## src/dma_pkg.sv

```systemverilog
`default_nettype none

package dma_pkg;

    // bus and buffer widths
    localparam int addr_width     = 32;
    localparam int data_width     = 32;
    localparam int buf_addr_width = 9;
    localparam int burst_width    = 8;

    // memory target defaults, overridden from the top level
    localparam int unsigned           def_mem_words    = 1024;
    localparam logic [data_width-1:0] def_mem_fill_key = 32'h5a5a_0000;

    // engine states
    typedef enum logic [3:0] {
        idle,
        init,
        request_bus,
        set_up,
        read,
        wait_end,
        write,
        end_error,
        end_write
    } dma_state_t;

    // address view of the multiplexed word
    typedef struct packed {
        logic [addr_width-3:0] word_index;
        logic [1:0]            byte_offset;
    } bus_addr_t;

    // one bus word, decoded as address on begin and as data on beats
    typedef union packed {
        bus_addr_t              addr;
        logic [data_width-1:0]  data;
    } bus_word_t;

endpackage

`default_nettype wire

```

## src/dma_bus_if.sv

```systemverilog
`default_nettype none

interface dma_bus_if
    import dma_pkg::*;
    ();

    // resolved bus, driven by the direction mux at the top
    bus_word_t address_data;
    logic      data_valid;
    logic      end_transaction;

    // master side
    bus_word_t              mst_address_data;
    logic [3:0]             byte_enable;
    logic [burst_width-1:0] burst_size;
    logic                   read_n_write;
    logic                   begin_transaction;
    logic                   mst_data_valid;
    logic                   mst_end_transaction;

    // target side
    bus_word_t tgt_address_data;
    logic      tgt_data_valid;
    logic      tgt_end_transaction;
    logic      busy;
    logic      bus_error;

    modport master (
        output mst_address_data, byte_enable, burst_size, read_n_write,
        output begin_transaction, mst_data_valid, mst_end_transaction,
        input  address_data, data_valid, end_transaction, busy, bus_error
    );

    modport target (
        output tgt_address_data, tgt_data_valid, tgt_end_transaction, busy, bus_error,
        input  address_data, data_valid, end_transaction,
        input  burst_size, read_n_write, begin_transaction
    );

endinterface

`default_nettype wire

```

## src/dma_engine.sv

```systemverilog
`default_nettype none

module dma_engine
    import dma_pkg::*;
    #(
    parameter logic [addr_width-1:0] base_address = 32'h0
    ) (
    input  logic                      clock,
    input  logic                      n_reset,
    input  logic                      launch_write,
    input  logic                      launch_read,
    input  logic [3:0]                byte_enable,
    input  logic [addr_width-1:0]     address,
    input  logic [burst_width-1:0]    burst_size,
    input  logic [burst_width-1:0]    block_size,
    output logic                      dma_busy,
    output logic                      dma_error,
    output logic [buf_addr_width-1:0] buf_address,
    output logic [data_width-1:0]     buf_write_data,
    output logic                      buf_write_enable,
    input  logic [data_width-1:0]     buf_read_data,
    dma_bus_if.master                 bus,
    output logic                      request,
    input  logic                      grant
    );

    dma_state_t state;

    // transfer setup and running counters
    logic [burst_width-1:0]    burst_q;
    logic [burst_width-1:0]    remaining;
    logic [burst_width-1:0]    burst_len;
    logic [burst_width-1:0]    beats;
    logic [addr_width-1:0]     run_addr;
    logic [buf_addr_width-1:0] ptr;

    // registered read path
    logic [data_width-1:0] rd_data_q;
    logic                  rd_valid_q;

    logic launch;
    logic load;

    assign launch = launch_write || launch_read;

    // next burst is the smaller of remainder and burst size
    assign burst_len = (remaining < burst_q) ? remaining : burst_q;

    assign dma_busy = (state != idle);
    assign request  = (state == request_bus);

    // take the next buffer word into the out register
    always_comb begin
        load = 1'b0;
        if (!bus.read_n_write) begin
            if (state == set_up) begin
                load = 1'b1;
            end else if (state == write && bus.mst_data_valid && !bus.busy && beats != '0) begin
                load = 1'b1;
            end
        end
    end

    // writes look one word ahead so read data is ready for the next load
    assign buf_address      = bus.read_n_write ? ptr : ptr + buf_addr_width'(load);
    assign buf_write_data   = rd_data_q;
    assign buf_write_enable = rd_valid_q;

    // control state and bus strobes
    always_ff @(posedge clock) begin
        if (!n_reset) begin
            state                   <= idle;
            dma_error               <= 1'b0;
            bus.begin_transaction   <= 1'b0;
            bus.mst_data_valid      <= 1'b0;
            bus.mst_end_transaction <= 1'b0;
            rd_valid_q              <= 1'b0;
        end else begin
            bus.begin_transaction   <= 1'b0;
            bus.mst_end_transaction <= 1'b0;
            // only beats of our own read count
            rd_valid_q              <= bus.data_valid && (state == read);
            case (state)
                idle: begin
                    if (launch) begin
                        state     <= init;
                        dma_error <= 1'b0;
                    end
                end
                init: begin
                    state <= request_bus;
                end
                request_bus: begin
                    if (grant) begin
                        state                 <= set_up;
                        bus.begin_transaction <= 1'b1;
                    end
                end
                set_up: begin
                    if (bus.read_n_write) begin
                        state <= read;
                    end else begin
                        state              <= write;
                        bus.mst_data_valid <= 1'b1;
                    end
                end
                read: begin
                    if (bus.bus_error) begin
                        state     <= wait_end;
                        dma_error <= 1'b1;
                    end else if (bus.end_transaction) begin
                        // last word lands in the buffer during the next cycle
                        state <= (remaining == '0) ? idle : request_bus;
                    end
                end
                wait_end: begin
                    if (bus.end_transaction) begin
                        state <= idle;
                    end
                end
                write: begin
                    if (bus.bus_error) begin
                        state                   <= end_error;
                        dma_error               <= 1'b1;
                        bus.mst_data_valid      <= 1'b0;
                        bus.mst_end_transaction <= 1'b1;
                    end else if (bus.mst_data_valid && !bus.busy && beats == '0) begin
                        state                   <= end_write;
                        bus.mst_data_valid      <= 1'b0;
                        bus.mst_end_transaction <= 1'b1;
                    end
                end
                end_write: begin
                    state <= (remaining == '0) ? idle : request_bus;
                end
                end_error: begin
                    state <= idle;
                end
                default: begin
                    state <= idle;
                end
            endcase
        end
    end

    // setup, counters and bus payload
    always_ff @(posedge clock) begin
        rd_data_q <= bus.address_data.data;
        if (state == idle && launch) begin
            burst_q          <= burst_size;
            remaining        <= block_size;
            run_addr         <= {address[addr_width-1:2], 2'b00} + base_address;
            bus.byte_enable  <= byte_enable;
            bus.read_n_write <= launch_read;
        end
        if (state == request_bus && grant) begin
            // address phase of the next burst
            bus.mst_address_data.addr.word_index  <= run_addr[addr_width-1:2];
            bus.mst_address_data.addr.byte_offset <= 2'b00;
            bus.burst_size <= burst_len;
            beats          <= burst_len - 1'b1;
            remaining      <= remaining - burst_len;
            run_addr       <= run_addr + addr_width'({burst_len, 2'b00});
        end else if (load) begin
            bus.mst_address_data.data <= buf_read_data;
            if (state == write) begin
                beats <= beats - 1'b1;
            end
        end
        // buffer pointer
        if (state == init) begin
            ptr <= '0;
        end else if (bus.read_n_write) begin
            ptr <= ptr + buf_addr_width'(buf_write_enable);
        end else begin
            ptr <= buf_address;
        end
    end

endmodule

`default_nettype wire

```

## src/flat_wrapper.sv

```systemverilog
// flat-port wrapper written by rule: the top's interface ports become plain ports
module dma_engine_flat import dma_pkg::*;
#(
    parameter logic [addr_width-1:0] base_address = 32'h0
    )
  (clock, n_reset, launch_write, launch_read, byte_enable, address, burst_size, block_size, dma_busy, dma_error, buf_address, buf_write_data, buf_write_enable, buf_read_data, request, grant, bus_mst_address_data, bus_byte_enable, bus_burst_size, bus_read_n_write, bus_begin_transaction, bus_mst_data_valid, bus_mst_end_transaction, bus_address_data, bus_data_valid, bus_end_transaction, bus_busy, bus_bus_error);
  dma_bus_if bus_i ();
  input  logic clock;
  input  logic n_reset;
  input  logic launch_write;
  input  logic launch_read;
  input  logic [3:0] byte_enable;
  input  logic [addr_width-1:0] address;
  input  logic [burst_width-1:0] burst_size;
  input  logic [burst_width-1:0] block_size;
  output logic dma_busy;
  output logic dma_error;
  output logic [buf_addr_width-1:0] buf_address;
  output logic [data_width-1:0] buf_write_data;
  output logic buf_write_enable;
  input  logic [data_width-1:0] buf_read_data;
  output logic request;
  input  logic grant;
  output wire logic [$bits(bus_i.mst_address_data)-1:0] bus_mst_address_data;
  output wire logic [$bits(bus_i.byte_enable)-1:0] bus_byte_enable;
  output wire logic [$bits(bus_i.burst_size)-1:0] bus_burst_size;
  output wire logic [$bits(bus_i.read_n_write)-1:0] bus_read_n_write;
  output wire logic [$bits(bus_i.begin_transaction)-1:0] bus_begin_transaction;
  output wire logic [$bits(bus_i.mst_data_valid)-1:0] bus_mst_data_valid;
  output wire logic [$bits(bus_i.mst_end_transaction)-1:0] bus_mst_end_transaction;
  input wire logic [$bits(bus_i.address_data)-1:0] bus_address_data;
  input wire logic [$bits(bus_i.data_valid)-1:0] bus_data_valid;
  input wire logic [$bits(bus_i.end_transaction)-1:0] bus_end_transaction;
  input wire logic [$bits(bus_i.busy)-1:0] bus_busy;
  input wire logic [$bits(bus_i.bus_error)-1:0] bus_bus_error;
  assign bus_mst_address_data = bus_i.mst_address_data;
  assign bus_byte_enable = bus_i.byte_enable;
  assign bus_burst_size = bus_i.burst_size;
  assign bus_read_n_write = bus_i.read_n_write;
  assign bus_begin_transaction = bus_i.begin_transaction;
  assign bus_mst_data_valid = bus_i.mst_data_valid;
  assign bus_mst_end_transaction = bus_i.mst_end_transaction;
  assign bus_i.address_data = bus_address_data;
  assign bus_i.data_valid = bus_data_valid;
  assign bus_i.end_transaction = bus_end_transaction;
  assign bus_i.busy = bus_busy;
  assign bus_i.bus_error = bus_bus_error;
  dma_engine #(.base_address(base_address)) u_core (.clock(clock), .n_reset(n_reset), .launch_write(launch_write), .launch_read(launch_read), .byte_enable(byte_enable), .address(address), .burst_size(burst_size), .block_size(block_size), .dma_busy(dma_busy), .dma_error(dma_error), .buf_address(buf_address), .buf_write_data(buf_write_data), .buf_write_enable(buf_write_enable), .buf_read_data(buf_read_data), .bus(bus_i), .request(request), .grant(grant));
endmodule
```

## config.mk

```make
export PLATFORM = sky130hd
export DESIGN_NAME = dma_engine_flat
export DESIGN_NICKNAME = d
export VERILOG_FILES = /design/src/dma_pkg.sv /design/src/dma_bus_if.sv /design/src/dma_engine.sv /design/src/flat_wrapper.sv
export SDC_FILE = /design/constraint.sdc
export NUM_CORES = 1
export LEC_CHECK = 0
export BUFFER_PORTS_ARGS = -buffer_cell sky130_fd_sc_hd__buf_2
export CAP_MARGIN = 20
export CORE_MARGIN = 2
export CORE_UTILIZATION = 50
export DETAILED_ROUTE_END_ITERATION = 12
export PLACE_DENSITY = 0.78
export REMOVE_ABC_BUFFERS = 1
export SLEW_MARGIN = 25
export SYNTH_ARGS = -nofsm -noshare
export SYNTH_HDL_FRONTEND = slang
export SYNTH_SLANG_ARGS = --single-unit
```

## constraint.sdc

```tcl
create_clock -name clock -period 4.7 [get_ports clock]
set_input_delay 0.705 -clock clock [delete_from_list [all_inputs] [get_ports clock]]
set_output_delay 0.705 -clock clock [all_outputs]
set_load 0.01 [all_outputs]
```

==> flow_summary.toml <==
[status]
status = "finished, final reports clean"

[clock_tree]
cts_sinks = 149
clockBufferDepth = 2
post_cts_buffers = 0
cts_made_buffers = 17
path_clk_slew_ns = 0.07
root_buffer = "clkbuf_16"
holdBufCountCts = 0
clk_latency_ns = 0.43
cts_tree = "yes"
cts_resized = 0
htreeDepth = 4

[critical_path]
slowest_delay_ns = 0.51
crit_fanout = 5
required_ns = 4.84
critPathBufInv = 1
worst_setup_path_start_kind = "register"
worst_path_max_delay_cell = "o21ai_0"
critPathTopFamily = "compound AO/OA/AOI/OAI gates"
worstPathCellList = "ha_1, a21oi_1, o211ai_1, a21o_1, o21ai_0, ha_1, inv_1, fa_1, nor2b_1, o21ai_0, a21o_1, a21o_1, nor3b_1, xnor2_1, o21ai_0"
cp.arrival_ns = 4.33
critical_path_class = "reg -> reg"
endpoint_kind = "register"

[timing]
slew_headroom = 0.439
fmax_mhz = 239
finalCritPeriodShare = 0.891
min_period_ns = 4.19
final_hold_viol_count = 0
rsz0062_at_grt = "no"
clock_skew_ns = 0.00976
fin_ws_ns = 0.513
tightest_slew_ns = 0.841
slew_viol_final = 0
setup-violations-final = 0

[finish]
fillers = 1146
final_core_util = 0.644
drive_gt1_frac = 0.319
area_growth_pct = 27.1
nets = 1006

[place]
io_buffers = 215
gp_congestion = 0.916
dp_slack_ns = 0.581
dpl.hpwl_um = 12000

[global_routing]
grt_pass1_vias = 5299
antenna_found_initial = 1
grt_max_degree = 86
overflow = 0
grt_pass1_wl_um = 25300
grtUsageTotal = 0.223

[power]
vdd_drop_max_uv = 308
p_per_area_nw_per_um2 = 539
leakage_nw = 3.88
fin_total_pwr_mw = 4.78

[floorplanning]
die_height_um = 122
start_util = 0.507
num_rows = 43
die_w_um = 122
core_um2 = 13800
dieArea_um2 = 14900
pin_count = 218

[synth]
synth.yosys.seq_area_share = 0.567
synth_top_flop_cell = "edfxtp_1"
syn_area_um2 = 6980
synth_top_area_frac = 0.418
synth_edf_count = 97
ys_ff_latch = 149
async_flop_share = 0
synth.area.top_cells = "edfxtp_1 (42%), dfxtp_1 (15%), ha_1 (4.8%), nand2_1 (4.2%), o21ai_0 (3.8%)"
synth.avg_cell_area_um2 = 11.0
synth_cells = 634
ys_types = 57
yosysWarnings = 0
synth_area_leader_cell = "edfxtp_1"

[drt]
drc_errors = 0
vias = 5517
vias_per_cell = 5.27
routedWlPerCell_um = 15.9
wirelength_um = 16600
ant_nets = 0
drt_iter0_drc = 318
firstDrtPassIters = 4

[flow_run]
cap_violations = 0

[worst_hold_path]
hold_class = "in -> reg"
-- layout by cell type (no fill, tap or decap), types with 22 or more instances in the layout --
cell      instances
edfxtp_1         97
a22o_1           27
a21oi_1          22
xnor2_1          28
buf_2           215
nor2_1           35
dfxtp_1          52
inv_1            29
o21ai_0          52
nand2_1          78
ha_1             27
-- cell families (layout without fill, tap and decap cells) --
family,after synthesis,count (layout),synth area share
simple gates,204,204,0.142
flops,149,149,0.567
compound gates,140,140,0.131
buf+inv,54,285,0.0312
xor+xnor,49,49,0.0615
fa+ha+maj,29,29,0.0542
mux,9,9,0.0131
other cells,0,1,0
-- per-layer routing --
metal / GRT usage / routed length, um / vias to the layer above
met2: 0.368 / 8080 / 203
met3: 0.0585 / 1120 / 23
met4: 0.0920 / 331 / 0
li1: - / - / 2716
met5: 0 / 0 / -
met1: 0.279 / 7100 / 2575
-- power breakdown --
part | switching [mW] | internal [mW] | total [mW]
sequential | 0.157 | 1.68 | 1.84
combinational | 0.950 | 0.667 | 1.62
clock | 0.587 | 0.731 | 1.32
-- flip-flops by register name (all words and copies together), names as in the netlist --
name                            flops
u_core.buf_write_data              32
u_core.burst_q                      8
u_core.bus.read_n_write             1
u_core.bus.burst_size               8
u_core.ptr                          9
u_core.remaining                    8
u_core.beats                        8
u_core.bus.byte_enable              4
u_core.dma_error                    1
u_core.bus.mst_data_valid           1
u_core.state                        4
u_core.bus.mst_address_data        32
u_core.buf_write_enable             1
u_core.bus.begin_transaction        1
u_core.bus.mst_end_transaction      1
u_core.run_addr                    30
-- cells in the mapped netlist (all sizes together) (5+ instances only) --
library cell	number
edfxtp	97
nand2	78
o21ai	55
dfxtp	52
nor2	37
inv	30
xnor2	28
a22o	27
ha	27
a21oi	23
xor2	21
nand3	17
clkbuf	16
nor3	16
a21o	10
nor2b	10
nand2b	9
and3	8
buf	8
mux2i	8
or3	6
nand4	5
-- worst reg2reg max path: cells and delay by family (launching register included) --
family / cells / cell delay [ns]
XOR/XNOR: 1 / 0.17
AO/OA/AOI/OAI: 8 / 1.70
AND/OR/NAND/NOR: 2 / 0.41
buffers and inverters: 1 / 0.07
adder cells (fa/ha/maj): 3 / 1.09
flip-flops: 1 / 0.46
-- worst paths after layout --
kind	startpoint	end	slack, ns	cells after the start
setup / recovery	u_core.remaining[7]$_DFFE_PP_	u_core.run_addr[20]$_DFFE_PP_	0.51	15
hold / removal	bus_address_data[22]	u_core.buf_write_data[22]$_DFF_P_	0.38	1
setup reg to reg	u_core.remaining[7]$_DFFE_PP_	u_core.run_addr[20]$_DFFE_PP_	0.51	15
hold reg to reg	u_core.bus.mst_address_data[1]$_SDFFE_PP0P_	u_core.bus.mst_address_data[1]$_SDFFE_PP0P_	0.50	2
-- cell type report --
class,count,area [um2],share of cell area
sequential,149,3950,0.446
multi-input combinational,431,2840,0.320
timing repair buffer,223,1160,0.130
clock buffer,18,450,0.0508
tap,180,225,0.0254
clock inverter,14,125,0.0141
inverter,30,113,0.0127
antenna,1,2.50,0.000282
-- metrics by stage --
step / hold WS [ns] / instance area (um2) / cells / TNS (ns)
floorplan: 0.470 / 6870 / 610 / -14.22
global placement: 0.471 / 8250 / 1012 / 0
detailed placement: 0.493 / 8250 / 1012 / 0
CTS: 0.358 / 8830 / 1044 / 0
global route: 0.360 / 8860 / 1046 / 0
finish: 0.376 / 8860 / 1046 / 0
(Power assumes the default switching activity.)
