--- src/bus_arbiter.sv ---
`default_nettype none

module bus_arbiter (
    input  logic clock,
    input  logic n_reset,
    input  logic request,
    input  logic other_request,
    output logic grant,
    output logic other_grant
    );

    // set when the other master won the last contest
    logic last_other;

    always_ff @(posedge clock) begin
        if (!n_reset) begin
            grant       <= 1'b0;
            other_grant <= 1'b0;
            last_other  <= 1'b0;
        end else if (grant && request) begin
            // owner keeps the bus
            grant       <= 1'b1;
            other_grant <= 1'b0;
        end else if (other_grant && other_request) begin
            grant       <= 1'b0;
            other_grant <= 1'b1;
        end else if (request && (!other_request || last_other)) begin
            // free bus, alternate on conflict
            grant       <= 1'b1;
            other_grant <= 1'b0;
            last_other  <= 1'b0;
        end else if (other_request) begin
            grant       <= 1'b0;
            other_grant <= 1'b1;
            last_other  <= 1'b1;
        end else begin
            grant       <= 1'b0;
            other_grant <= 1'b0;
        end
    end

endmodule

`default_nettype wire

--- config.mk ---
export PLATFORM = sky130hd
export DESIGN_NAME = bus_arbiter
export DESIGN_NICKNAME = d
export VERILOG_FILES = /design/src/bus_arbiter.sv
export SDC_FILE = /design/constraint.sdc
export NUM_CORES = 1
export LEC_CHECK = 0
export ABC_AREA = 0
export BUFFER_PORTS_ARGS = -buffer_cell sky130_fd_sc_hd__clkbuf_2
export CAP_MARGIN = 10
export CELL_PAD_IN_SITES_DETAIL_PLACEMENT = 0
export CELL_PAD_IN_SITES_GLOBAL_PLACEMENT = 1
export CORE_AREA = 2 2 39 41
export DETAILED_ROUTE_END_ITERATION = 10
export DIE_AREA = 0 0 41 43
export PLACE_DENSITY = 0.42
export REMOVE_ABC_BUFFERS = 1
export SLEW_MARGIN = 20
export SYNTH_ARGS = -nofsm -noshare
export SYNTH_HDL_FRONTEND = slang
export SYNTH_SLANG_ARGS = --single-unit
--- constraint.sdc ---
create_clock -name clock -period 0.8 [get_ports clock]
set_input_delay 0.04 -clock clock [delete_from_list [all_inputs] [get_ports clock]]
set_output_delay 0.04 -clock clock [all_outputs]
set_load 0.05 [all_outputs]
==> results of run 1 <==
## metrics by stage
stage               setup TNS (ns)  total power, uW  hold slack (ns)  setup slack [ns]
floorplan                   -0.830              221            0.127            -0.311
global placement           -0.0218              245            0.270           -0.0218
detailed placement        -0.00799              243            0.253          -0.00799
CTS                        -0.0307              544           0.0276           -0.0222
global route               -0.0611              576           0.0785           -0.0318
finish                    -0.00248              536           0.0502          -0.00248
## worst register-to-register path: stages, from the launching register on
cell                        delay, ns
sky130_fd_sc_hd__dfxtp_4         0.36
sky130_fd_sc_hd__o21ai_2         0.06
sky130_fd_sc_hd__o2111ai_2       0.18
sky130_fd_sc_hd__nand2_1         0.07
## layout make-up
type                            instances  area [sq um]  share of cell area, %
Timing Repair Buffer                    6          65.1                   25.4
Inverter                                2          7.51                   2.93
Sequential cell                         3          68.8                   26.8
Tap cell                               16          20.0                   7.80
Multi-Input combinational cell          9          68.8                   26.8
Clock buffer                            4          26.3                   10.2
## power by group through the flow
stage | Combinational, uW | Sequential, uW | Clock (uW)
after floorplan | 23.9 | 197 | 0
after global placement | 68.2 | 177 | 0
after detailed placement | 66.5 | 177 | 0
after CTS | 86.4 | 177 | 281
after global routing | 102 | 180 | 295
final | 93.8 | 178 | 263
## timing repair
action,in CTS,in global routing
hold endpoints to repair,1,0
setup endpoints to repair,3,3
gates resized for setup,9,4
hold buffers,1,0
pin swaps,0,2
gates cloned,0,0
## cell usage in the layout, fill, tap and decap left out, types with 2 or more instances in the layout
cell type and count:
sky130_fd_sc_hd__clkbuf_2 3, sky130_fd_sc_hd__nand2_1 2, sky130_fd_sc_hd__clkbuf_4 3, sky130_fd_sc_hd__dfxtp_4 2
## kinds of logic (layout without fill, tap and decap cells)
group                  Yosys count  count (layout)  synth area share, %
buffers and inverters            2              12                 5.93
AOI/OAI and AO/OA                6               6                 35.6
and+or+nand+nor                  3               3                 10.9
DFF                              3               3                 47.5
## metal layers
layer | up-vias | share of wire, % | GRT usage, %
met1 | 57 | 34 | 4.15
met2 | 6 | 49 | 6.25
met3 | 2 | 14 | 4.71
li1 | 69 | - | -
met4 | 0 | 2.6 | 8.00
met5 | - | 0 | 0
## path summary, 6_finish.rpt
kind | from | endpoint | slack [ns] | cells after the start
max | other_grant | other_grant | -0.002 | 1
max reg2reg | grant | last_other | 0.01 | 3
min | request | grant | 0.05 | 3
min reg2reg | last_other | last_other | 0.51 | 2
## registers in the layout (all words and copies together), names as in the netlist
| signal | count |
|---|---|
| grant | 1 |
| last_other | 1 |
| other_grant | 1 |
## cells in the mapped netlist (all sizes together)
cell     number  area, sq um
o211ai        1         7.51
o211a         1         10.0
inv           2         7.50
o2111ai       1         8.76
nand2         2         7.51
nand2b        1         6.26
o21ai         1         5.00
a21oi         2         13.8
dfxtp         3         60.1
==> metrics.txt, run 1 <==
# TYPE chip_impl_metric gauge
chip_impl_info{name="run_status",value="complete, but fails checks"} 1
chip_impl_info{name="failed_checks",value="negative setup slack"} 1
chip_impl_metric{name="route.detailed.vias_per_inst",unit=""} 3.35
chip_impl_metric{name="worst_setup_hold_path_clk_slew",unit="ns"} 0.04
chip_impl_metric{name="grt_overflow",unit=""} 0
chip_impl_metric{name="detail_route.wl_per_cell",unit="um"} 8.78
chip_impl_info{name="critical_path_class",value="flop to output pin"} 1
chip_impl_metric{name="setup_violations",unit=""} 1
chip_impl_metric{name="final_antenna_net_count",unit=""} 0
chip_impl_metric{name="power.internal",unit="uW"} 395
chip_impl_metric{name="timing_worst_slew_pin_value",unit="ns"} 0.148
chip_impl_metric{name="dr_total_vias",unit=""} 134
chip_impl_metric{name="drv.max_cap_violation_count",unit=""} 0
chip_impl_metric{name="power.share.switching",unit="%"} 26.2
chip_impl_metric{name="die_h",unit="um"} 43
chip_impl_metric{name="synth.avg_cell_area",unit="sq um"} 9.03
chip_impl_info{name="end_kind",value="output pin"} 1
chip_impl_info{name="cts-root-buf",value="sky130_fd_sc_hd__clkbuf_4"} 1
chip_impl_metric{name="relSlewSlack",unit="%"} 90.1
chip_impl_metric{name="postCtsSetupRepairBufs",unit=""} 0
chip_impl_metric{name="effective_utilization_at_floorplan",unit="%"} 9.13
chip_impl_metric{name="finish.cell_count_without_fillers",unit=""} 40
chip_impl_metric{name="die_w",unit="um"} 41
chip_impl_metric{name="finalClockSkew",unit="ns"} 0.0000755
chip_impl_metric{name="final_nets",unit=""} 29
chip_impl_metric{name="layout_worst_path_cycle_share",unit="%"} 100
chip_impl_metric{name="synth.yosys.seq_area_share",unit="%"} 47.5
chip_impl_metric{name="drive_above_1_share",unit="%"} 62.5
chip_impl_metric{name="post_route_design_area",unit="sq um"} 256
chip_impl_metric{name="placed_cells",unit=""} 35
chip_impl_metric{name="first_iter_violations",unit=""} 1
chip_impl_metric{name="synthesis.area",unit="sq um"} 126
chip_impl_metric{name="ctsHtreeMaxLevel",unit=""} 1
chip_impl_metric{name="timing.critical_path.arrival",unit="ns"} 0.76
chip_impl_metric{name="seq_power_share",unit="%"} 33.3
chip_impl_metric{name="finalHoldViolations",unit=""} 0
chip_impl_metric{name="synth_seq_cells",unit=""} 3
chip_impl_metric{name="antennaDiodeCount",unit=""} 0
chip_impl_metric{name="ys_warn_count",unit=""} 0
chip_impl_metric{name="track_usage",unit="%"} 5.41
chip_impl_metric{name="core.rowCount",unit=""} 14
chip_impl_metric{name="buffer_ports.inserted",unit=""} 5
chip_impl_metric{name="crit_fanout",unit=""} 4
chip_impl_metric{name="drt_drc_violations_left",unit=""} 0
chip_impl_metric{name="grt_antenna_before_repair",unit=""} 0
chip_impl_metric{name="placed_cell_areas",unit="sq um"} 171
chip_impl_info{name="tritoncts",value="done"} 1
chip_impl_metric{name="grt_max_degree",unit=""} 5
chip_impl_metric{name="cts_sinks",unit=""} 3
chip_impl_metric{name="detail_route.wirelength",unit="um"} 351
chip_impl_metric{name="cts_buffers",unit=""} 3
chip_impl_info{name="hold_class",value="input port to flop"} 1
chip_impl_metric{name="ioPinCount",unit=""} 6
chip_impl_info{name="crit_path_start_kind",value="flop"} 1
chip_impl_metric{name="slew_violations",unit=""} 0
chip_impl_metric{name="floorplan.die_area",unit="sq mm"} 0.00176
chip_impl_metric{name="global_route_wire_length_before_repair",unit="um"} 545
chip_impl_metric{name="ir_worst_vdd",unit="V"} 0.000359
chip_impl_metric{name="clock_network_fraction_of_design_power",unit="%"} 49.2
chip_impl_metric{name="synth.distinct_cells",unit=""} 11
chip_impl_metric{name="power_density",unit="mW/mm^2"} 2090
chip_impl_metric{name="switching_power",unit="uW"} 140
chip_impl_metric{name="fin_ws",unit="ns"} -0.00248
chip_impl_metric{name="power_frac_comb",unit="%"} 17.5
chip_impl_metric{name="cellLeakagePower",unit="uW"} 0.000111
chip_impl_metric{name="placeableCoreArea",unit="sq mm"} 0.00138
chip_impl_metric{name="ctsLongestPathBuffers",unit=""} 2
chip_impl_metric{name="critPathMaxStageDelay",unit="ns"} 0.37
chip_impl_metric{name="path_buf_inv",unit=""} 1
chip_impl_metric{name="drt_pass1_iterations",unit=""} 2
chip_impl_metric{name="grt_pass1_vias",unit=""} 152
chip_impl_metric{name="final.fill_count",unit=""} 153
chip_impl_metric{name="postSynthCellCount",unit=""} 14
chip_impl_metric{name="cp_data_required_time",unit="ns"} 0.76
chip_impl_info{name="unrepaired_setup_endpoints_after_global_routing",value="true"} 1
chip_impl_info{name="cpMaxStageDelayCell",value="sky130_fd_sc_hd__dfxtp_4"} 1
chip_impl_metric{name="clock_insertion_delay_worst_skew",unit="ns"} 0.23
chip_impl_metric{name="minimum_clock_period",unit="ns"} 0.802
chip_impl_metric{name="achievable-frequency",unit="GHz"} 1.25
chip_impl_metric{name="area_growth",unit="%"} 103
chip_impl_info{name="timing.critical_path.cells",value="clkbuf_16"} 1
chip_impl_metric{name="globalplace.congestion",unit=""} 0.570
chip_impl_metric{name="finish.utilization",unit="%"} 18.5
chip_impl_info{name="critPathTopFamily",value="flip-flops"} 1
No activity file was read; power rests on OpenSTA's default activity.
==> run 2, diff against run 1 <==
--- a/config.mk
+++ b/config.mk
@@ -5,15 +5,14 @@
 export SDC_FILE = /design/constraint.sdc
 export NUM_CORES = 1
 export LEC_CHECK = 0
-export ABC_AREA = 0
-export BUFFER_PORTS_ARGS = -buffer_cell sky130_fd_sc_hd__clkbuf_2
-export CAP_MARGIN = 10
+export ABC_AREA = 1
+export BUFFER_PORTS_ARGS = -buffer_cell sky130_fd_sc_hd__buf_2
 export CELL_PAD_IN_SITES_DETAIL_PLACEMENT = 0
 export CELL_PAD_IN_SITES_GLOBAL_PLACEMENT = 1
 export CORE_AREA = 2 2 39 41
 export DETAILED_ROUTE_END_ITERATION = 10
 export DIE_AREA = 0 0 41 43
-export PLACE_DENSITY = 0.42
+export PLACE_DENSITY = 0.46
 export REMOVE_ABC_BUFFERS = 1
 export SLEW_MARGIN = 20
 export SYNTH_ARGS = -nofsm -noshare
==> metrics.txt, run 2 <==
# TYPE chip_impl_metric gauge
chip_impl_info{name="crit_path_start_kind",value="flop"} 1
chip_impl_metric{name="worst_r2r_path_depth",unit=""} 4
chip_impl_metric{name="crit_fanout",unit=""} 2
chip_impl_info{name="unrepaired_setup_endpoints_after_global_routing",value="false"} 1
chip_impl_metric{name="number_of_enable_type_register_cells_in_the_synthesized_netlist",unit=""} 0
chip_impl_metric{name="ys_warn_count",unit=""} 0
chip_impl_metric{name="die_h",unit="um"} 43
chip_impl_metric{name="hold_buffers",unit=""} 0
chip_impl_info{name="cts-root-buf",value="sky130_fd_sc_hd__clkbuf_4"} 1
chip_impl_metric{name="floorplan.die_area",unit="sq mm"} 0.00176
chip_impl_metric{name="post-layout-total-power",unit="uW"} 537
chip_impl_metric{name="slew_violations",unit=""} 0
chip_impl_metric{name="finalHoldViolations",unit=""} 0
chip_impl_info{name="tritoncts",value="done"} 1
chip_impl_metric{name="fin_worst_hold_slack",unit="ns"} 0.0594
chip_impl_metric{name="drt_drc_violations_left",unit=""} 0
chip_impl_metric{name="grt_overflow",unit=""} 0
chip_impl_metric{name="minimum_clock_period",unit="ns"} 0.770
chip_impl_metric{name="fin_ws",unit="ns"} 0.0304
chip_impl_metric{name="timing_worst_slew_pin_value",unit="ns"} 0.103
chip_impl_metric{name="async_reset_ff_share",unit="%"} 0
chip_impl_metric{name="first_iter_violations",unit=""} 0
chip_impl_metric{name="detailroute.wirelength.met2",unit="um"} 124
chip_impl_metric{name="path_buf_inv",unit=""} 1
chip_impl_metric{name="antennaDiodeCount",unit=""} 0
chip_impl_metric{name="drive_above_1_share",unit="%"} 56.7
chip_impl_info{name="ys_dominant_reg_cell",value="sky130_fd_sc_hd__dfxtp_1"} 1
chip_impl_metric{name="synth.avg_cell_area",unit="sq um"} 7.09
chip_impl_info{name="cpMaxStageDelayCell",value="sky130_fd_sc_hd__dfxtp_2"} 1
chip_impl_info{name="critical_path_class",value="flop to output pin"} 1
chip_impl_metric{name="area_growth",unit="%"} 65.5
chip_impl_metric{name="final_nets",unit=""} 35
chip_impl_info{name="dr_top_layer",value="met3"} 1
chip_impl_metric{name="ioPinCount",unit=""} 6
chip_impl_info{name="layout.cells.most_common_list",value="sky130_fd_sc_hd__nand2_1 (6), sky130_fd_sc_hd__inv_1 (3), sky130_fd_sc_hd__nand2_2 (3), sky130_fd_sc_hd__clkbuf_4 (3), sky130_fd_sc_hd__buf_2 (3)"} 1
chip_impl_metric{name="dr_total_vias",unit=""} 144
chip_impl_metric{name="cellLeakagePower",unit="uW"} 0.000129
chip_impl_metric{name="worst_setup_hold_path_clk_slew",unit="ns"} 0.04
chip_impl_info{name="hold_class",value="input port to flop"} 1
chip_impl_metric{name="globalplace.congestion",unit=""} 0.680
chip_impl_metric{name="detail_route.wirelength",unit="um"} 333
chip_impl_metric{name="ctsHtreeMaxLevel",unit=""} 1
chip_impl_metric{name="ctsLongestPathBuffers",unit=""} 2
chip_impl_info{name="critPathTopFamily",value="flip-flops"} 1
chip_impl_metric{name="synth.yosys.seq_area_share",unit="%"} 40.3
chip_impl_metric{name="finalClockSkew",unit="ns"} 0.00320
chip_impl_metric{name="relSlewSlack",unit="%"} 93.1
chip_impl_metric{name="track_usage",unit="%"} 5.12
chip_impl_metric{name="core.rowCount",unit=""} 14
chip_impl_info{name="timing.critical_path.cells",value="buf_6"} 1
chip_impl_metric{name="die_w",unit="um"} 41
chip_impl_metric{name="clock_insertion_delay_worst_skew",unit="ns"} 0.23
chip_impl_info{name="crit-reg2reg-capture",value="last_other"} 1
chip_impl_info{name="synth.cells.most_frequent",value="sky130_fd_sc_hd__nand2_1 (8), sky130_fd_sc_hd__dfxtp_1 (3), sky130_fd_sc_hd__inv_1 (3), sky130_fd_sc_hd__nand3_2 (2), sky130_fd_sc_hd__nor2_1 (2)"} 1
chip_impl_metric{name="setup_tns",unit="ns"} 0
chip_impl_metric{name="synth_seq_cells",unit=""} 3
chip_impl_metric{name="cts_buffers",unit=""} 3
chip_impl_metric{name="synth.distinct_cells",unit=""} 8
chip_impl_info{name="min-delay-start",value="n_reset"} 1
chip_impl_metric{name="global_route_wire_length_before_repair",unit="um"} 552
chip_impl_metric{name="placeableCoreArea",unit="sq mm"} 0.00138
chip_impl_metric{name="grt_max_degree",unit=""} 5
chip_impl_metric{name="worstHoldPathCells",unit=""} 3
chip_impl_metric{name="final_antenna_net_count",unit=""} 0
chip_impl_metric{name="cts_sinks",unit=""} 3
chip_impl_metric{name="synthDominantCellAreaShare",unit="%"} 40.3
chip_impl_metric{name="grt_pass1_vias",unit=""} 143
chip_impl_info{name="ys_top_cells_by_area",value="sky130_fd_sc_hd__dfxtp_1 (40%), sky130_fd_sc_hd__nand2_1 (20%), sky130_fd_sc_hd__nand3_2 (13%)"} 1
chip_impl_info{name="run_status",value="finished, final reports clean"} 1
chip_impl_metric{name="drv.max_cap_violation_count",unit=""} 0
chip_impl_metric{name="ir_worst_vdd",unit="V"} 0.000536
chip_impl_metric{name="critPathMaxStageDelay",unit="ns"} 0.34
chip_impl_metric{name="postSynthCellCount",unit=""} 21
chip_impl_metric{name="drt_pass1_iterations",unit=""} 1
chip_impl_metric{name="layout_worst_path_cycle_share",unit="%"} 96.2
chip_impl_metric{name="final.fill_count",unit=""} 158
chip_impl_info{name="biggest_regs",value="grant (1), last_other (1), other_grant (1)"} 1
chip_impl_info{name="post-synth-top-count-cell",value="sky130_fd_sc_hd__nand2_1"} 1
chip_impl_metric{name="grt_antenna_before_repair",unit=""} 0
chip_impl_metric{name="synthesis.area",unit="sq um"} 149
chip_impl_metric{name="detail_route.wirelength.met1",unit="um"} 170
chip_impl_metric{name="effective_utilization_at_floorplan",unit="%"} 10.8
chip_impl_metric{name="route.detailed.vias_per_inst",unit=""} 3.13
chip_impl_info{name="worst_hold_path.endpoint",value="other_grant"} 1
chip_impl_metric{name="timing.critical_path.arrival",unit="ns"} 0.73
chip_impl_metric{name="finish.cell_count_without_fillers",unit=""} 46
chip_impl_metric{name="achievable-frequency",unit="GHz"} 1.30
chip_impl_metric{name="power_density",unit="mW/mm^2"} 2180
chip_impl_info{name="end_kind",value="output pin"} 1
chip_impl_metric{name="placed_cells",unit=""} 42
chip_impl_metric{name="regToRegSetupSlack",unit="ns"} 0.03
chip_impl_metric{name="detail_route.wl_per_cell",unit="um"} 7.24
chip_impl_info{name="synthDominantAreaCellType",value="sky130_fd_sc_hd__dfxtp_1"} 1
chip_impl_metric{name="setup_violations",unit=""} 0
chip_impl_metric{name="total_length_of_routed_met3_wires",unit="um"} 38
chip_impl_metric{name="buffer_ports.inserted",unit=""} 5
chip_impl_info{name="worst_r2r_startpoint",value="grant"} 1
chip_impl_metric{name="cp_data_required_time",unit="ns"} 0.76
chip_impl_info{name="layout.cells.most_common",value="sky130_fd_sc_hd__nand2_1"} 1
chip_impl_metric{name="dp_slack",unit="ns"} 0.0145
-- run 2: cell families after synthesis --
kind of cell	Yosys count	synth area share [%]
flops	3	40.3
simple gates	14	47.1
buf+inv	3	7.56
compound gates	1	5.04
-- run 2: worst max-delay path by stage --
stage | from | end | slack (ns) | cells after the start
after CTS | grant | last_other | -0.005 | 5
after floorplan | grant | last_other | -0.34 | 5
after global routing | grant | last_other | 0.0007 | 4
after detailed placement | other_grant | last_other | 0.01 | 4
final | grant | grant | 0.03 | 1
after global placement | grant | last_other | 0.005 | 4
-- run 2: what timing repair did --
action | in CTS | in global routing
setup endpoints to repair | 2 | 2
buffers inserted | 0 | 0
resized for setup | 6 | 4
-- run 2: cell type report --
class | count | area, sq um | area share (%)
Tap cell | 16 | 20.0 | 8.12
Clock buffer | 4 | 26.3 | 10.7
Multi-Input combinational cell | 15 | 85.1 | 34.5
Sequential cell | 3 | 62.6 | 25.4
Timing Repair Buffer | 5 | 41.3 | 16.8
Inverter | 3 | 11.3 | 4.57
-- run 2: power breakdown --
group	leakage [uW]	internal, uW	switching (uW)
Combinational	0.0000888	39.8	62.1
Sequential	0.0000256	164	8.47
Clock	0.0000150	187	75.5
-- run 2: per-layer routing --
| metal | up-vias | GRT usage [%] |
|---|---|---|
| li1 | 81 | - |
| met1 | 58 | 6.73 |
| met2 | 5 | 4.69 |
| met3 | 0 | 1.57 |
| met4 | 0 | 8.00 |
| met5 | - | 0 |
-- run 2: through the flow --
step	util [%]	area, sq um
floorplan	-	149
global placement	14.0	194
detailed placement	14.0	194
CTS	17.1	236
global route	17.8	246
finish	17.8	246
==> run 3, diff against run 2 <==
--- a/config.mk
+++ b/config.mk
@@ -12,7 +12,7 @@
 export CORE_AREA = 2 2 39 41
 export DETAILED_ROUTE_END_ITERATION = 10
 export DIE_AREA = 0 0 41 43
-export PLACE_DENSITY = 0.46
+export PLACE_DENSITY_LB_ADDON = 0.1
 export REMOVE_ABC_BUFFERS = 1
 export SLEW_MARGIN = 20
 export SYNTH_ARGS = -nofsm -noshare
==> metrics.txt, run 3 (synthesized netlist as in run 2, its figures left out) <==
# TYPE chip_impl_metric gauge
chip_impl_metric{name="final_nets",unit=""} 36
chip_impl_metric{name="detail_route.wl_per_cell",unit="um"} 7.38
chip_impl_metric{name="ioPinCount",unit=""} 6
chip_impl_metric{name="slew_violations",unit=""} 0
chip_impl_metric{name="dp_slack",unit="ns"} -0.0102
chip_impl_metric{name="grt_pass1_vias",unit=""} 174
chip_impl_metric{name="route.detailed.vias_per_inst",unit=""} 3.30
chip_impl_metric{name="area_growth",unit="%"} 68.1
chip_impl_metric{name="ir_worst_vdd",unit="V"} 0.000624
chip_impl_metric{name="buffer_ports.inserted",unit=""} 5
chip_impl_metric{name="achievable-frequency",unit="GHz"} 1.32
chip_impl_metric{name="crit_fanout",unit=""} 2
chip_impl_metric{name="setup_violations",unit=""} 0
chip_impl_metric{name="finalClockSkew",unit="ns"} 0.00214
chip_impl_metric{name="critPathMaxStageDelay",unit="ns"} 0.33
chip_impl_info{name="layout.cells.most_common_list",value="sky130_fd_sc_hd__nand2_1 (6), sky130_fd_sc_hd__inv_1 (3), sky130_fd_sc_hd__nand2_2 (3), sky130_fd_sc_hd__clkbuf_4 (3), sky130_fd_sc_hd__buf_2 (3)"} 1
chip_impl_metric{name="minimum_clock_period",unit="ns"} 0.757
chip_impl_info{name="biggest_regs",value="grant (1), last_other (1), other_grant (1)"} 1
chip_impl_info{name="cpMaxStageDelayCell",value="sky130_fd_sc_hd__dfxtp_2"} 1
chip_impl_metric{name="drive_above_1_share",unit="%"} 58.1
chip_impl_metric{name="detail_route.wirelength",unit="um"} 347
chip_impl_metric{name="placeableCoreArea",unit="sq mm"} 0.00138
chip_impl_metric{name="cts_buffers",unit=""} 3
chip_impl_metric{name="drt_pass1_iterations",unit=""} 3
chip_impl_metric{name="floorplan.die_area",unit="sq mm"} 0.00176
chip_impl_metric{name="drv.max_cap_violation_count",unit=""} 0
chip_impl_metric{name="core.rowCount",unit=""} 14
chip_impl_metric{name="cellLeakagePower",unit="uW"} 0.000133
chip_impl_metric{name="effective_utilization_at_floorplan",unit="%"} 10.8
chip_impl_metric{name="final_antenna_net_count",unit=""} 0
chip_impl_info{name="cts-root-buf",value="sky130_fd_sc_hd__clkbuf_4"} 1
chip_impl_info{name="layout.cells.most_common",value="sky130_fd_sc_hd__nand2_1"} 1
chip_impl_metric{name="timing_worst_slew_pin_value",unit="ns"} 0.104
chip_impl_info{name="tritoncts",value="done"} 1
chip_impl_metric{name="drt_drc_violations_left",unit=""} 0
chip_impl_info{name="timing.critical_path.cells",value="buf_6"} 1
chip_impl_metric{name="clock_insertion_delay_worst_skew",unit="ns"} 0.23
chip_impl_info{name="crit_path_start_kind",value="flop"} 1
chip_impl_metric{name="layout_worst_path_cycle_share",unit="%"} 94.6
chip_impl_info{name="critical_path_class",value="flop to output pin"} 1
chip_impl_metric{name="power_density",unit="mW/mm^2"} 2140
chip_impl_metric{name="final.fill_count",unit=""} 170
chip_impl_metric{name="relSlewSlack",unit="%"} 93.0
chip_impl_metric{name="grt_antenna_before_repair",unit=""} 0
chip_impl_info{name="end_kind",value="output pin"} 1
chip_impl_metric{name="globalplace.congestion",unit=""} 0.666
chip_impl_metric{name="grt_max_degree",unit=""} 5
chip_impl_metric{name="antennaDiodeCount",unit=""} 0
chip_impl_metric{name="global_route_wire_length_before_repair",unit="um"} 593
chip_impl_metric{name="fin_ws",unit="ns"} 0.0429
chip_impl_metric{name="finalHoldViolations",unit=""} 0
chip_impl_info{name="unrepaired_setup_endpoints_after_global_routing",value="true"} 1
chip_impl_metric{name="finish.utilization",unit="%"} 18.1
chip_impl_metric{name="track_usage",unit="%"} 5.51
chip_impl_metric{name="die_w",unit="um"} 41
chip_impl_metric{name="ctsHtreeMaxLevel",unit=""} 1
chip_impl_metric{name="postCtsSetupRepairBufs",unit=""} 0
chip_impl_metric{name="timing.critical_path.arrival",unit="ns"} 0.72
chip_impl_info{name="run_status",value="finished, final reports clean"} 1
chip_impl_metric{name="cp_data_required_time",unit="ns"} 0.76
chip_impl_info{name="hold_class",value="input port to flop"} 1
chip_impl_metric{name="grt_overflow",unit=""} 0
chip_impl_metric{name="ctsLongestPathBuffers",unit=""} 2
chip_impl_metric{name="worst_setup_hold_path_clk_slew",unit="ns"} 0.04
chip_impl_info{name="critPathTopFamily",value="flip-flops"} 1
chip_impl_metric{name="first_iter_violations",unit=""} 4
chip_impl_metric{name="die_h",unit="um"} 43
chip_impl_metric{name="path_buf_inv",unit=""} 1
chip_impl_metric{name="regToRegSetupSlack",unit="ns"} 0.04
chip_impl_metric{name="cts_sinks",unit=""} 3
chip_impl_metric{name="dr_total_vias",unit=""} 155
run 3: cell types whose count changed in the layout (fill, tap and decap cells not counted), sizes merged:
cell	delta
buf	+1
run 3: routing by layer:
metal	share of wire (%)	GRT usage, %	up-vias
met1	37	4.47	70
met3	5.2	3.66	0
li1	-	-	82
met2	58	7.81	3
met5	0	0	-
met4	0	6.00	0
run 3: per-stage QoR:
stage / cell area (sq um) / total power (uW) / TNS (ns) / std cells / hold slack (ns)
2_1_floorplan: 149 / 233 / -0.885 / 21 / 0.158
3_3_place_gp: 201 / 264 / -0.0213 / 43 / 0.302
3_5_place_dp: 201 / 263 / -0.0102 / 43 / 0.307
4_1_cts: 245 / 553 / -0.00633 / 47 / 0.0550
5_1_grt: 250 / 568 / -0.0127 / 47 / 0.0692
6_report: 250 / 537 / 0 / 47 / 0.0576
run 3: final cells by class:
class | instances | area (sq um) | share of cell area, %
tap | 16 | 20.0 | 8.00
sequential | 3 | 62.6 | 25.0
clock buffer | 4 | 26.3 | 10.5
timing repair buffer | 6 | 45.0 | 18.0
inverter | 3 | 11.3 | 4.50
multi-input combinational | 15 | 85.1 | 34.0
run 3: worst register-to-register path, stage by stage (launching register included):
cell	delay, ns
sky130_fd_sc_hd__dfxtp_2	0.32
sky130_fd_sc_hd__nand2_2	0.07
sky130_fd_sc_hd__nand3_2	0.10
sky130_fd_sc_hd__nor2_2	0.11
sky130_fd_sc_hd__nor2_2	0.05
run 3: worst paths after layout:
path	from	endpoint	cells after the start
hold / removal	n_reset	other_grant	3
setup reg to reg	other_grant	last_other	4
hold reg to reg	last_other	last_other	4
setup / recovery	grant	grant	1
run 3: timing repair:
item                       4_1_cts  5_1_grt
gates cloned                     0        0
setup endpoints to repair        3        5
hold buffers                     0        0
resized for setup                6        3
run 3: report_power, final:
group	leakage [uW]	internal, uW	total [uW]	switching (uW)
clock network	0.0000150	187	261	74.8
logic	0.0000920	40.2	104	64.0
registers	0.0000256	164	171	6.66
